==> config.mk <==
export PLATFORM = sky130hd
export DESIGN_NAME = arithmetic_encoder
export DESIGN_NICKNAME = d
export VERILOG_FILES = /design/src/ec_const_pkg.sv /design/src/ec_pipe_pkg.sv /design/src/arithmetic_encoder.sv /design/src/ec_control.sv /design/src/ec_low_stage.sv /design/src/ec_range_stage.sv /design/src/ec_split_stage.sv
export SDC_FILE = /design/constraint.sdc
export NUM_CORES = 1
export LEC_CHECK = 0
export ABC_CLOCK_PERIOD_IN_PS = 7700
export BUFFER_PORTS_ARGS = -buffer_cell sky130_fd_sc_hd__clkbuf_2
export CAP_MARGIN = 20
export CORE_MARGIN = 8
export CORE_UTILIZATION = 58
export DETAILED_ROUTE_END_ITERATION = 10
export MAX_ROUTING_LAYER = met4
export PLACE_DENSITY_LB_ADDON = 0.2
export SLEW_MARGIN = 10
export SYNTH_ARGS = -nofsm -noshare
export SYNTH_HDL_FRONTEND = slang
export SYNTH_HIERARCHICAL = 1
export SYNTH_SLANG_ARGS = --single-unit
==> constraint.sdc <==
create_clock -name general_clk -period 7.7 [get_ports general_clk]
set_clock_uncertainty 0.05 [all_clocks]
set_input_delay 0.77 -clock general_clk [delete_from_list [all_inputs] [get_ports general_clk]]
set_output_delay 0.77 -clock general_clk [all_outputs]
set_load 0.05 [all_outputs]
==> src/ec_const_pkg.sv <==
package ec_const_pkg;

    // ------------------------------------------------------------------
    // coder arithmetic
    // ------------------------------------------------------------------

    // range register and its value after reset
    localparam int RANGE_WIDTH = 16;
    localparam int INIT_RANGE  = 32768;

    // fl, fh and f lose their low bits before the multiply
    localparam int PROB_SHIFT  = 6;

    // only the top bits of the range enter the multiply
    localparam int RANGE_SHIFT = 8;

    // minimum probability per remaining symbol
    localparam int MIN_PROB    = 4;

    // normalization shift d and the shift counter s
    localparam int D_WIDTH     = 5;

    // derived widths
    localparam int PQ_WIDTH    = RANGE_WIDTH - PROB_SHIFT;
    localparam int RS_WIDTH    = RANGE_WIDTH - RANGE_SHIFT;
    localparam int PROD_WIDTH  = PQ_WIDTH + RS_WIDTH;

    // u and v carry one bit above the range
    localparam int UV_WIDTH    = RANGE_WIDTH + 1;

endpackage

==> src/ec_pipe_pkg.sv <==
package ec_pipe_pkg;

    // ------------------------------------------------------------------
    // stage 1 -> stage 2
    // ------------------------------------------------------------------

    typedef struct packed {
        // scaled cdf bounds
        logic [ec_const_pkg::PQ_WIDTH-1:0]    fl_q;
        // holds f in bool mode
        logic [ec_const_pkg::PQ_WIDTH-1:0]    fh_q;
        // MIN_PROB weighted symbol offsets
        logic [ec_const_pkg::RANGE_WIDTH-1:0] off_u;
        logic [ec_const_pkg::RANGE_WIDTH-1:0] off_v;
        // fl below 32768, so u is formed
        logic                                 use_fl;
        logic                                 is_bool;
        logic                                 bit_val;
    } split_t;

    // ------------------------------------------------------------------
    // stage 2 -> stage 3
    // ------------------------------------------------------------------

    typedef struct packed {
        // range before this symbol
        logic [ec_const_pkg::RANGE_WIDTH-1:0] start_range;
        // u in multi-symbol mode, v for a bool one
        logic [ec_const_pkg::UV_WIDTH-1:0]    u;
        // normalization shift
        logic [ec_const_pkg::D_WIDTH-1:0]     d;
        // low gains start_range - u
        logic                                 add_low;
    } range_t;

endpackage

==> src/arithmetic_encoder.sv <==
`timescale 1ns/1ps

module arithmetic_encoder #(
    parameter int SYMBOL_WIDTH = 4,
    parameter int LOW_WIDTH    = 24
) (
    input  logic                                 general_clk,
    input  logic                                 reset,
    input  logic [ec_const_pkg::RANGE_WIDTH-1:0] general_fl,
    input  logic [ec_const_pkg::RANGE_WIDTH-1:0] general_fh,
    input  logic [SYMBOL_WIDTH-1:0]              general_symbol,
    input  logic [SYMBOL_WIDTH:0]                general_nsyms,
    input  logic                                 general_bool,
    output logic [ec_const_pkg::RANGE_WIDTH-1:0] range_out,
    output logic [LOW_WIDTH-1:0]                 low_out
);

    localparam int RW = ec_const_pkg::RANGE_WIDTH;
    localparam int DW = ec_const_pkg::D_WIDTH;

    logic en_1_2;
    logic en_2_3;
    logic en_final;

    ec_control u_control (
        .general_clk (general_clk),
        .reset       (reset),
        .en_1_2      (en_1_2),
        .en_2_3      (en_2_3),
        .en_final    (en_final)
    );

    // ------------------------------------------------------------------
    // stage 1
    // ------------------------------------------------------------------

    ec_pipe_pkg::split_t split_d;
    ec_pipe_pkg::split_t split_q;

    ec_split_stage #(
        .SYMBOL_WIDTH (SYMBOL_WIDTH)
    ) u_split (
        .fl      (general_fl),
        .fh      (general_fh),
        .symbol  (general_symbol),
        .nsyms   (general_nsyms),
        .is_bool (general_bool),
        .split   (split_d)
    );

    always_ff @(posedge general_clk) begin
        if (en_1_2) begin
            split_q <= split_d;
        end
    end

    // ------------------------------------------------------------------
    // stage 2, range feeds back into itself
    // ------------------------------------------------------------------

    ec_pipe_pkg::range_t range_rec_d;
    ec_pipe_pkg::range_t range_rec_q;
    logic [RW-1:0]       range_next;
    logic [RW-1:0]       range_q;

    ec_range_stage u_range (
        .split      (split_q),
        .cur_range  (range_q),
        .rec        (range_rec_d),
        .next_range (range_next)
    );

    always_ff @(posedge general_clk) begin
        if (en_2_3) begin
            range_rec_q <= range_rec_d;
        end
    end

    always_ff @(posedge general_clk) begin
        if (reset) begin
            range_q <= RW'(ec_const_pkg::INIT_RANGE);
        end else if (en_2_3) begin
            range_q <= range_next;
        end
    end

    // ------------------------------------------------------------------
    // stage 3
    // ------------------------------------------------------------------

    logic [LOW_WIDTH-1:0] low_next;
    logic [LOW_WIDTH-1:0] low_q;
    logic [DW-1:0]        s_next;
    logic [DW-1:0]        s_q;
    logic [RW-1:0]        range_final_q;

    ec_low_stage #(
        .LOW_WIDTH (LOW_WIDTH)
    ) u_low (
        .rec      (range_rec_q),
        .cur_low  (low_q),
        .cur_s    (s_q),
        .next_low (low_next),
        .next_s   (s_next)
    );

    // range copy keeps range_out in step with low
    always_ff @(posedge general_clk) begin
        if (reset) begin
            low_q         <= '0;
            s_q           <= '0;
            range_final_q <= RW'(ec_const_pkg::INIT_RANGE);
        end else if (en_final) begin
            low_q         <= low_next;
            s_q           <= s_next;
            range_final_q <= range_q;
        end
    end

    assign range_out = range_final_q;
    assign low_out   = low_q;

    // normalized range seen at the output once the pipe is full
    a_range_normalized : assert property (
        @(posedge general_clk) disable iff (reset)
            en_final |-> range_out >= RW'(ec_const_pkg::INIT_RANGE)
    ) else $error("range_out %0d below normalization bound", range_out);

endmodule

==> src/ec_control.sv <==
`timescale 1ns/1ps

module ec_control (
    input  logic general_clk,
    input  logic reset,
    output logic en_1_2,
    output logic en_2_3,
    output logic en_final
);

    // number of stages holding a real symbol, stops at 2
    logic [1:0] fill_cnt;

    always_ff @(posedge general_clk) begin
        if (reset) begin
            fill_cnt <= 2'd0;
        end else if (!fill_cnt[1]) begin
            fill_cnt <= fill_cnt + 2'd1;
        end
    end

    // stage 1 opens as soon as reset drops
    assign en_1_2   = ~reset;
    assign en_2_3   = (fill_cnt != 2'd0);
    assign en_final = fill_cnt[1];

    // ------------------------------------------------------------------
    // enable ordering
    // ------------------------------------------------------------------

    // a later stage only opens once the one before it held data
    a_final_after_2_3 : assert property (
        @(posedge general_clk) disable iff (reset)
            en_final |-> $past(en_2_3)
    ) else $error("en_final set before en_2_3");

endmodule

==> src/ec_low_stage.sv <==
`timescale 1ns/1ps

module ec_low_stage #(
    parameter int LOW_WIDTH = 24
) (
    input  ec_pipe_pkg::range_t              rec,
    input  logic [LOW_WIDTH-1:0]             cur_low,
    input  logic [ec_const_pkg::D_WIDTH-1:0] cur_s,
    output logic [LOW_WIDTH-1:0]             next_low,
    output logic [ec_const_pkg::D_WIDTH-1:0] next_s
);

    localparam int UVW = ec_const_pkg::UV_WIDTH;

    // ------------------------------------------------------------------
    // low update
    // ------------------------------------------------------------------

    logic [UVW-1:0]       low_gain;
    logic [LOW_WIDTH-1:0] low_add;
    logic [LOW_WIDTH-1:0] low_sum;

    // part of the range below the split point
    assign low_gain = UVW'(rec.start_range) - rec.u;
    assign low_add  = rec.add_low ? LOW_WIDTH'(low_gain) : '0;

    // carry out of the top is lost
    assign low_sum  = cur_low + low_add;

    // shifted-out bits drop off, no byte output
    assign next_low = low_sum << rec.d;

    // ------------------------------------------------------------------
    // shift counter
    // ------------------------------------------------------------------

    // wraps at D_WIDTH
    assign next_s = cur_s + rec.d;

endmodule

==> src/ec_range_stage.sv <==
`timescale 1ns/1ps

module ec_range_stage (
    input  ec_pipe_pkg::split_t                  split,
    input  logic [ec_const_pkg::RANGE_WIDTH-1:0] cur_range,
    output ec_pipe_pkg::range_t                  rec,
    output logic [ec_const_pkg::RANGE_WIDTH-1:0] next_range
);

    localparam int UVW = ec_const_pkg::UV_WIDTH;
    localparam int RW  = ec_const_pkg::RANGE_WIDTH;

    // returns 15 minus the top set bit of r
    function automatic logic [ec_const_pkg::D_WIDTH-1:0] norm_shift(
        input logic [ec_const_pkg::RANGE_WIDTH-1:0] r
    );
        logic [ec_const_pkg::D_WIDTH-1:0] top;
        top = '0;
        for (int i = 0; i < ec_const_pkg::RANGE_WIDTH; i++) begin
            if (r[i]) begin
                top = ec_const_pkg::D_WIDTH'(i);
            end
        end
        return ec_const_pkg::D_WIDTH'(ec_const_pkg::RANGE_WIDTH - 1) - top;
    endfunction

    // ------------------------------------------------------------------
    // split points
    // ------------------------------------------------------------------

    logic [ec_const_pkg::RS_WIDTH-1:0]   rs;
    logic [ec_const_pkg::PROD_WIDTH-1:0] prod_u;
    logic [ec_const_pkg::PROD_WIDTH-1:0] prod_v;
    logic [UVW-1:0]                      u_full;
    logic [UVW-1:0]                      v_full;
    logic [UVW-1:0]                      v_off;

    assign rs     = ec_const_pkg::RS_WIDTH'(cur_range >> ec_const_pkg::RANGE_SHIFT);
    assign prod_u = rs * split.fl_q;
    assign prod_v = rs * split.fh_q;

    // bool symbols get the flat minimum instead of the rom offset
    assign v_off  = split.is_bool ? UVW'(ec_const_pkg::MIN_PROB) : UVW'(split.off_v);

    assign u_full = UVW'(prod_u >> 1) + UVW'(split.off_u);
    assign v_full = UVW'(prod_v >> 1) + v_off;

    // ------------------------------------------------------------------
    // new range and normalization
    // ------------------------------------------------------------------

    logic [UVW-1:0] new_full;
    logic [RW-1:0]  new_range;

    always_comb begin
        if (split.is_bool) begin
            new_full = split.bit_val ? v_full : UVW'(cur_range) - v_full;
        end else if (split.use_fl) begin
            new_full = u_full - v_full;
        end else begin
            new_full = UVW'(cur_range) - v_full;
        end
    end

    assign new_range = RW'(new_full);

    always_comb begin
        rec.start_range = cur_range;
        // bool mode carries v in the u slot
        rec.u           = split.is_bool ? v_full : u_full;
        rec.d           = norm_shift(new_range);
        rec.add_low     = split.is_bool ? split.bit_val : split.use_fl;
        next_range      = new_range << rec.d;
    end

    // offsets from stage 1 keep the interval non-empty
    always_comb begin
        if (split.use_fl) begin
            a_u_above_v : assert (u_full > v_full)
                else $error("u %0d not above v %0d", u_full, v_full);
        end
    end

endmodule

==> src/ec_split_stage.sv <==
`timescale 1ns/1ps

module ec_split_stage #(
    parameter int SYMBOL_WIDTH = 4
) (
    input  logic [ec_const_pkg::RANGE_WIDTH-1:0] fl,
    input  logic [ec_const_pkg::RANGE_WIDTH-1:0] fh,
    input  logic [SYMBOL_WIDTH-1:0]              symbol,
    input  logic [SYMBOL_WIDTH:0]                nsyms,
    input  logic                                 is_bool,
    output ec_pipe_pkg::split_t                  split
);

    localparam int CNT_WIDTH = SYMBOL_WIDTH + 1;
    localparam int ROM_DEPTH = 2 ** CNT_WIDTH;

    // ------------------------------------------------------------------
    // offset rom
    // ------------------------------------------------------------------

    // entry n holds MIN_PROB * n
    logic [ec_const_pkg::RANGE_WIDTH-1:0] offset_rom [ROM_DEPTH];

    always_comb begin
        for (int i = 0; i < ROM_DEPTH; i++) begin
            offset_rom[i] = ec_const_pkg::RANGE_WIDTH'(i * ec_const_pkg::MIN_PROB);
        end
    end

    // symbols left above and at the current one
    logic [CNT_WIDTH-1:0] cnt_u;
    logic [CNT_WIDTH-1:0] cnt_v;

    assign cnt_u = nsyms - {1'b0, symbol};
    assign cnt_v = cnt_u - CNT_WIDTH'(1);

    // ------------------------------------------------------------------
    // record
    // ------------------------------------------------------------------

    always_comb begin
        split.fl_q    = ec_const_pkg::PQ_WIDTH'(fl >> ec_const_pkg::PROB_SHIFT);
        // fh doubles as the bool probability
        split.fh_q    = ec_const_pkg::PQ_WIDTH'(fh >> ec_const_pkg::PROB_SHIFT);
        split.off_u   = offset_rom[cnt_u];
        split.off_v   = offset_rom[cnt_v];

        // fl of 32768 marks the first symbol of the alphabet
        split.use_fl  = ~fl[ec_const_pkg::RANGE_WIDTH-1] & ~is_bool;
        split.is_bool = is_bool;
        split.bit_val = symbol[0];
    end

endmodule
==> flow_summary.json, run 1 <==
{
  "via_per_inst": 5.741,
  "routed_wl_um": 51540,
  "io_buffers": 71,
  "yosysWarnings": 6,
  "ant_nets": 0,
  "drc": 0,
  "slew-limit-headroom": 0.08552,
  "die_x_um": 192.8,
  "synth_cells": 2033,
  "max_freq_mhz": 116.7,
  "layout_min_cycle_time_ps": 8568,
  "grt-ovfl-total": 0,
  "area_growth_pct": 23.64,
  "grt_use_total": 0.2869,
  "vias": 15880,
  "period_share": 1.113,
  "dp_worst_setup_slack_ps": -1019,
  "clk_latency_ps": 450,
  "status": "finished, violations left",
  "max_cap_viol_count": 0,
  "finalNetCount": 2679,
  "rows": 64,
  "violations": "setup timing",
  "grt_max_degree": 59,
  "worst_slack_ps": -868.2,
  "cts_buffer_depth": 2,
  "min_path_type": "flip-flop to flip-flop",
  "final_util": 0.7309,
  "gp_congestion": 0.9615,
  "ctsHtreeMaxLevel": 4,
  "dp_hpwl_um": 39510,
  "synthesis.area_sq_mm": 0.01813,
  "hold_buffers": 0,
  "die_y_um": 192.8,
  "clkSinkCount": 152,
  "crit_slowest_cell": "fa_1",
  "drive_above_1_share": 0.2741,
  "setup_violations": 20,
  "cts_root_buffer": "clkbuf_16",
  "crit_type": "flip-flop to flip-flop",
  "arrival_ps": 8890,
  "worst_pin_slew_ps": 1357,
  "grt_pass1_wl_um": 81810,
  "finalMaxSlewViolations": 0,
  "core_sq_mm": 0.03067,
  "antenna_found_initial": 0,
  "routedWlPerCell_um": 18.63,
  "numCtsBuffers": 17,
  "hold_violations": 0,
  "max_stage_delay_ps": 530,
  "antennaDiodeCount": 0,
  "cp_max_fo": 6,
  "drt-pass1-iter-count": 7,
  "syn_area_per_cell_sq_um": 8.918,
  "drtIter0Drc": 884,
  "grt_pass1_vias": 16070,
  "critPathLaunchType": "flip-flop",
  "cts_tree": "built",
  "clk_pin_slew_ps": 70,
  "rsz0062_at_grt": "yes",
  "end_kind": "flip-flop",
  "initial_core_util": 0.5912,
  "dieArea_sq_mm": 0.03717,
  "ios": 84,
  "worstPathRequired_ps": 8020
}
## what timing repair did
action,CTS,global route
pin swaps,88,44
setup buffers,46,18
gates cloned,1,1
gates resized for setup,118,66
endpoints found under the setup margin,20,20
## metal layers
metal | up-vias | global-route usage | wire length, um
li1 | 7626 | - | -
met1 | 7665 | 0.3350 | 21520
met2 | 471 | 0.4923 | 25810
met3 | 122 | 0.03650 | 2269
met4 | 0 | 0.1213 | 1937
met5 | - | - | 0
## state kept, by name, summed over array words and instances, names as in the netlist
signal / cells
split_q: 55
range_rec_q: 39
low_out: 24
range_out: 16
range_q: 16
u_control/fill_cnt: 2
## cell usage in the layout, fill, tap and decap left out, types with 60 or more instances in the layout
cell	count
edfxtp_1	94
mux2i_1	82
fa_1	101
buf_4	312
a21oi_1	84
inv_1	185
clkbuf_2	71
o21ai_0	60
ha_1	157
and2_1	128
nand2_1	136
nor2_1	158
## critical path, delay by kind of cell, from the launching register on
kind | cells | cell delay (ps)
compound gates | 12 | 2190
xor+xnor | 3 | 580
fa+ha+maj | 7 | 2770
buf+inv | 10 | 1130
flops | 1 | 430
mux | 3 | 690
simple gates | 4 | 630
## stage by stage
step           instance area (sq um)  setup TNS (ps)  std cells  hold slack [ps]
2_1_floorplan                  18380           -3614       2054            380.7
3_3_place_gp                   20550          -13990       2671            394.6
3_5_place_dp                   20550          -15240       2671            401.0
4_1_cts                        22000           -6912       2750            410.3
5_1_grt                        22420          -18540       2767            425.0
6_report                       22420          -11860       2767            414.3
## area by class of cell
cell class	count	area [sq um]
repair buffers	414	3147
well taps	396	495.5
clock inverters	14	112.6
fillers	2287	8253
inverters	202	769.5
flip-flops and latches	152	4004
clock buffers	18	429.2
multi-input cells	1571	13460
## path summary, 6_finish.rpt
path | start | endpoint | slack [ps] | depth (start not counted)
min reg2reg | u_control/fill_cnt[0] | u_control/fill_cnt[0] | 410 | 2
max reg2reg | range_q[10] | range_q[10] | -870 | 39
min | u_control/fill_cnt[0] | u_control/fill_cnt[0] | 410 | 2
max | range_q[10] | range_q[10] | -870 | 39
Power of run 1 is not shown: default switching activity piles up to over one toggle a cycle in this logic, so the estimate is an artifact.
==> run 2: changes to the inputs <==
BUFFER_PORTS_ARGS = -buffer_cell sky130_fd_sc_hd__buf_2   (was -buffer_cell sky130_fd_sc_hd__clkbuf_2)
==> flow_summary.json, run 2 (synthesis gave the netlist of run 1 again) <==
{
  "vias": 16060,
  "setup_violations": 20,
  "finalMaxSlewViolations": 0,
  "grt_use_total": 0.2873,
  "met1_usage": 0.3355,
  "routedWlPerCell_um": 18.87,
  "clk_pin_slew_ps": 70,
  "dp.cells": 2682,
  "cp_max_fo": 6,
  "hold_buffers": 0,
  "rows": 64,
  "max_freq_mhz": 114.5,
  "ctsHtreeMaxLevel": 4,
  "max_stage_delay_ps": 530,
  "worstRegToRegCells": 42,
  "end_kind": "flip-flop",
  "arrival_ps": 9070,
  "area_growth_pct": 23.92,
  "core_sq_mm": 0.03067,
  "r2r-start": "split_q[38]",
  "dieArea_sq_mm": 0.03717,
  "slew-limit-headroom": 0.3856,
  "cts_root_buffer": "clkbuf_16",
  "drive_above_1_share": 0.2731,
  "crit_path_end": "range_q[14]",
  "rsz0062_at_grt": "yes",
  "met3_usage": 0.04012,
  "grt_max_degree": 59,
  "crit_path_start": "split_q[38]",
  "grt_pass1_wl_um": 81830,
  "status": "finished, violations left",
  "rr_endpoint": "range_q[14]",
  "clkSinkCount": 152,
  "critPathLaunchType": "flip-flop",
  "top_usage_layer": "met2",
  "layout_commonest_cell": "buf_4",
  "ant_nets": 0,
  "dp_worst_setup_slack_ps": -1300,
  "worst_pin_slew_ps": 921.5,
  "die_y_um": 192.8,
  "violations": "setup timing",
  "cts_tree": "built",
  "crit_type": "flip-flop to flip-flop",
  "n_fill_cell": 2228,
  "io_buffers": 71,
  "drc": 0,
  "grt-ovfl-total": 0,
  "grt_pass1_vias": 16130,
  "drt-pass1-iter-count": 7,
  "hold_violations": 0,
  "crit_slowest_cell": "fa_1",
  "max_cap_viol_count": 0,
  "rrSetupSlack_ps": -1030,
  "gr-usage-met2": 0.4900,
  "min_path_type": "flip-flop to flip-flop",
  "antenna_found_initial": 1,
  "layout.cells.non_filler": 2780,
  "finalNetCount": 2692,
  "regMostFlops": "split_q",
  "layout_common_cells": "buf_4, inv_1, nor2_1",
  "numCtsBuffers": 17,
  "gp_congestion": 0.9867,
  "via_per_inst": 5.776,
  "ios": 84,
  "worstPathRequired_ps": 8040,
  "worst_slack_ps": -1032,
  "drtIter0Drc": 936,
  "seqCellArea_sq_mm": 0.004001,
  "multi_input_area_sq_mm": 0.01334,
  "dp_hpwl_um": 39450,
  "cts_buffer_depth": 2,
  "die_x_um": 192.8,
  "largest_register_ffs": 55,
  "period_share": 1.134,
  "dpl_cell_area_sq_mm": 0.02060,
  "final_cell_area_sq_mm": 0.02247,
  "initial_core_util": 0.5912,
  "layout_min_cycle_time_ps": 8732,
  "antennaDiodeCount": 0,
  "clk_latency_ps": 460,
  "routed_wl_um": 52450
}
==> run 2: stage by stage <==
step           utilization  setup TNS (ps)  hold slack, ps
2_1_floorplan            -           -3614           380.7
3_3_place_gp        0.6718          -18470           397.1
3_5_place_dp        0.6718          -20670           404.4
4_1_cts             0.7140           -8750           415.2
5_1_grt             0.7326          -19180           407.0
6_report            0.7326          -14800           417.0
==> run 2: area by class of cell <==
class | instances | share of cell area
Sequential cell | 152 | 0.1781
Inverter | 202 | 0.03464
Clock inverter | 15 | 0.008798
Multi-Input combinational cell | 1571 | 0.5939
Tap cell | 396 | 0.02205
Clock buffer | 17 | 0.01893
Timing Repair Buffer | 427 | 0.1436
==> run 2: per-layer routing <==
layer  share of wire  wire length, um  vias to the layer above
met3           0.046             2424                      124
met4           0.041             2167                        0
met2            0.50            26390                      459
li1                -                -                     7650
met1            0.41            21470                     7825
met5               0                0                        -
==> run 2: worst max-delay path: cells and delay by family, from the launching register on <==
| family | cells | cell delay (ps) |
|---|---|---|
| buffers and inverters | 10 | 990 |
| AOI/OAI and AO/OA | 14 | 2300 |
| xor gates and xnor gates | 2 | 330 |
| and+or+nand+nor | 7 | 1380 |
| adders and majority gates | 7 | 2720 |
| DFF | 1 | 500 |
| muxes | 2 | 390 |
==> run 2: repair_timing <==
item                       4_1_cts  5_1_grt
pin swaps                       32       68
setup buffers                   30       33
resized for setup              103       71
setup endpoints to repair       20       20
cloned                           2        1
==> run 2: worst min path at each step <==
| stage | start | endpoint | slack [ps] | cells past startpoint |
|---|---|---|---|---|
| global route | general_fl[9] | split_q[48] | 410 | 1 |
| finish | u_control/fill_cnt[0] | u_control/fill_cnt[0] | 420 | 2 |
| floorplan | u_control/fill_cnt[0] | u_control/fill_cnt[0] | 380 | 2 |
| CTS | u_control/fill_cnt[0] | u_control/fill_cnt[0] | 420 | 2 |
| global placement | u_control/fill_cnt[0] | u_control/fill_cnt[0] | 400 | 2 |
| detailed placement | u_control/fill_cnt[0] | u_control/fill_cnt[0] | 400 | 2 |
Power of run 2 is left out for the same reason.
==> run 3: changes to the inputs <==
ABC_CLOCK_PERIOD_IN_PS = 7800   (was 7700)
CTS_CLUSTER_SIZE = 24   (was default)
SYNTH_HIERARCHICAL = default   (was 1)
clock period = 7.8 ns   (was 7.7 ns; I/O delays follow)
==> flow_summary.json, run 3 <==
{
  "status": "finished, violations left",
  "violations": "setup timing",
  "routedWlPerCell_um": 19.04,
  "layout_min_cycle_time_ps": 8100,
  "final_util": 0.7459,
  "cts_buffer_depth": 2,
  "max_stage_delay_ps": 560,
  "critPathLaunchType": "flip-flop",
  "finalMaxSlewViolations": 0,
  "synthMuxAreaShare": 0.05686,
  "antennaDiodeCount": 0,
  "crit_path_end": "range_q[10]",
  "hold_buffers": 0,
  "period_share": 1.038,
  "crit_top_cell": "fa_1",
  "clk_pin_slew_ps": 60,
  "finalNetCount": 2443,
  "cts_tree": "built",
  "largest_register_ffs": 38,
  "yosys-top-cells-count": "inv_1, ha_1, and2_1, nand2_1, nor2_1",
  "setup_violations": 15,
  "synth_top_area_frac": 0.1325,
  "drt-pass1-iter-count": 7,
  "layout_commonest_cell": "buf_4",
  "synthSimpleGateAreaFrac": 0.1843,
  "worst_slack_ps": -300.2,
  "max_cap_viol_count": 0,
  "yosysWarnings": 0,
  "r2r-start": "split_q[37]",
  "worstPathRequired_ps": 8100,
  "via_per_inst": 5.874,
  "synth.distinct_cells": 114,
  "synth_top_flop_cell": "edfxtp_1",
  "arrival_ps": 8400,
  "ios": 84,
  "antenna_found_initial": 0,
  "worst_pin_slew_ps": 929.1,
  "synthesis.area_sq_mm": 0.01609,
  "synth.area.top_cells": "edfxtp_1, fa_1, ha_1, dfxtp_1, and2_1",
  "grt_pass1_vias": 15250,
  "synthAdderAreaFrac": 0.2491,
  "synth_top_family_by_area": "adder cells",
  "min_path_type": "flip-flop to flip-flop",
  "yosysTopAreaCell": "edfxtp_1",
  "die_x_um": 182.5,
  "ant_nets": 0,
  "layout_common_cells": "buf_4, inv_1, nand2_1",
  "grt-ovfl-total": 0,
  "synth_compound_area_frac": 0.1808,
  "dp_hpwl_um": 35650,
  "vias": 14890,
  "crit_path_start": "split_q[37]",
  "area_growth_pct": 27.76,
  "end_kind": "flip-flop",
  "synth_edf_count": 71,
  "dieArea_sq_mm": 0.03332,
  "io_buffers": 71,
  "rsz0062_at_grt": "yes",
  "synth_cells": 1834,
  "drtIter0Drc": 870,
  "worstRegToRegCells": 32,
  "die_y_um": 182.5,
  "yosysSeqAreaShare": 0.2047,
  "routed_wl_um": 48270,
  "numCtsBuffers": 17,
  "grt_pass1_wl_um": 75380,
  "syn_nets": 2133,
  "grt_max_degree": 51,
  "clkSinkCount": 129,
  "async_flop_share": 0,
  "rrSetupSlack_ps": -300,
  "cts_root_buffer": "clkbuf_16",
  "hold_violations": 0,
  "regMostFlops": "range_rec_q",
  "core_sq_mm": 0.02755,
  "synth-xor-area-share": 0.05025,
  "synth.most_common_cell": "inv_1",
  "ys_ff_latch": 129,
  "syn_area_per_cell_sq_um": 8.771,
  "rr_endpoint": "range_q[10]",
  "clk_latency_ps": 440,
  "drive_above_1_share": 0.2949,
  "crit_type": "flip-flop to flip-flop",
  "ctsHtreeMaxLevel": 4,
  "drc": 0,
  "max_freq_mhz": 123.5,
  "crit_slowest_cell": "fa_1",
  "slew-limit-headroom": 0.3806,
  "cp_max_fo": 5,
  "rows": 61,
  "grt_use_total": 0.2876,
  "gp_congestion": 0.9380,
  "initial_core_util": 0.5838
}
[run 3: how the worst min path moves through the flow]
stage | start | endpoint | slack [ps] | cells after the start
final | u_control.fill_cnt[0] | u_control.fill_cnt[0] | 420 | 2
after global routing | general_fl[11] | split_q[50] | 460 | 1
after CTS | u_control.fill_cnt[0] | u_control.fill_cnt[0] | 420 | 2
after detailed placement | u_control.fill_cnt[0] | u_control.fill_cnt[0] | 410 | 2
after global placement | u_control.fill_cnt[0] | u_control.fill_cnt[0] | 400 | 2
after floorplan | u_control.fill_cnt[0] | u_control.fill_cnt[0] | 400 | 2
[run 3: stage by stage]
stage               std cells  setup slack [ps]  TNS [ps]  instance area [sq um]  hold slack, ps
finish                   2535            -300.2     -2718                  20550           424.9
global route             2535            -495.4     -5972                  20550           455.3
CTS                      2510            0.2318         0                  19870           422.0
detailed placement       2451            -621.1     -7484                  18340           412.3
global placement         2451            -577.2     -7097                  18340           404.1
floorplan                1834             14.88         0                  16090           395.3
[run 3: routing by layer]
| metal | share of wire | vias to the layer above | GRT usage |
|---|---|---|---|
| met2 | 0.51 | 530 | 0.5158 |
| met3 | 0.057 | 134 | 0.03619 |
| met5 | 0 | - | - |
| met1 | 0.39 | 7223 | 0.3223 |
| li1 | - | 7004 | - |
| met4 | 0.041 | 0 | 0.1109 |
[run 3: cells by family after synthesis]
logic type,count (synthesis)
AO/OA/AOI/OAI,418
XOR/XNOR,85
adder cells (fa/ha/maj),259
buffers and inverters,287
flip-flops,129
multiplexers,84
AND/OR/NAND/NOR,572
[run 3: layout make-up]
class                   count  area, sq um
clock buffers              17        425.4
clock inverters            15        140.1
fillers                  1906         7002
inverters                 215        809.5
multi-input cells        1420        12760
flip-flops and latches    129         3312
well taps                 378        473.0
repair buffers            361         2635
[run 3: timing repair]
action	4_1_cts	5_1_grt
endpoints found under the hold margin	0	0
resized for setup	147	96
setup endpoints to repair	18	16
pin swaps	84	75
buffers inserted	27	28
gates cloned	1	1
[run 3: critical path: cells and delay by family (launching register included)]
family | cells | cell delay, ps
and+or+nand+nor | 4 | 680
adders and majority gates | 8 | 3180
xor gates and xnor gates | 2 | 480
AOI/OAI and AO/OA | 7 | 1590
DFF | 1 | 450
muxes | 3 | 670
buffers and inverters | 8 | 890
Power of run 3 is left out for the same reason.
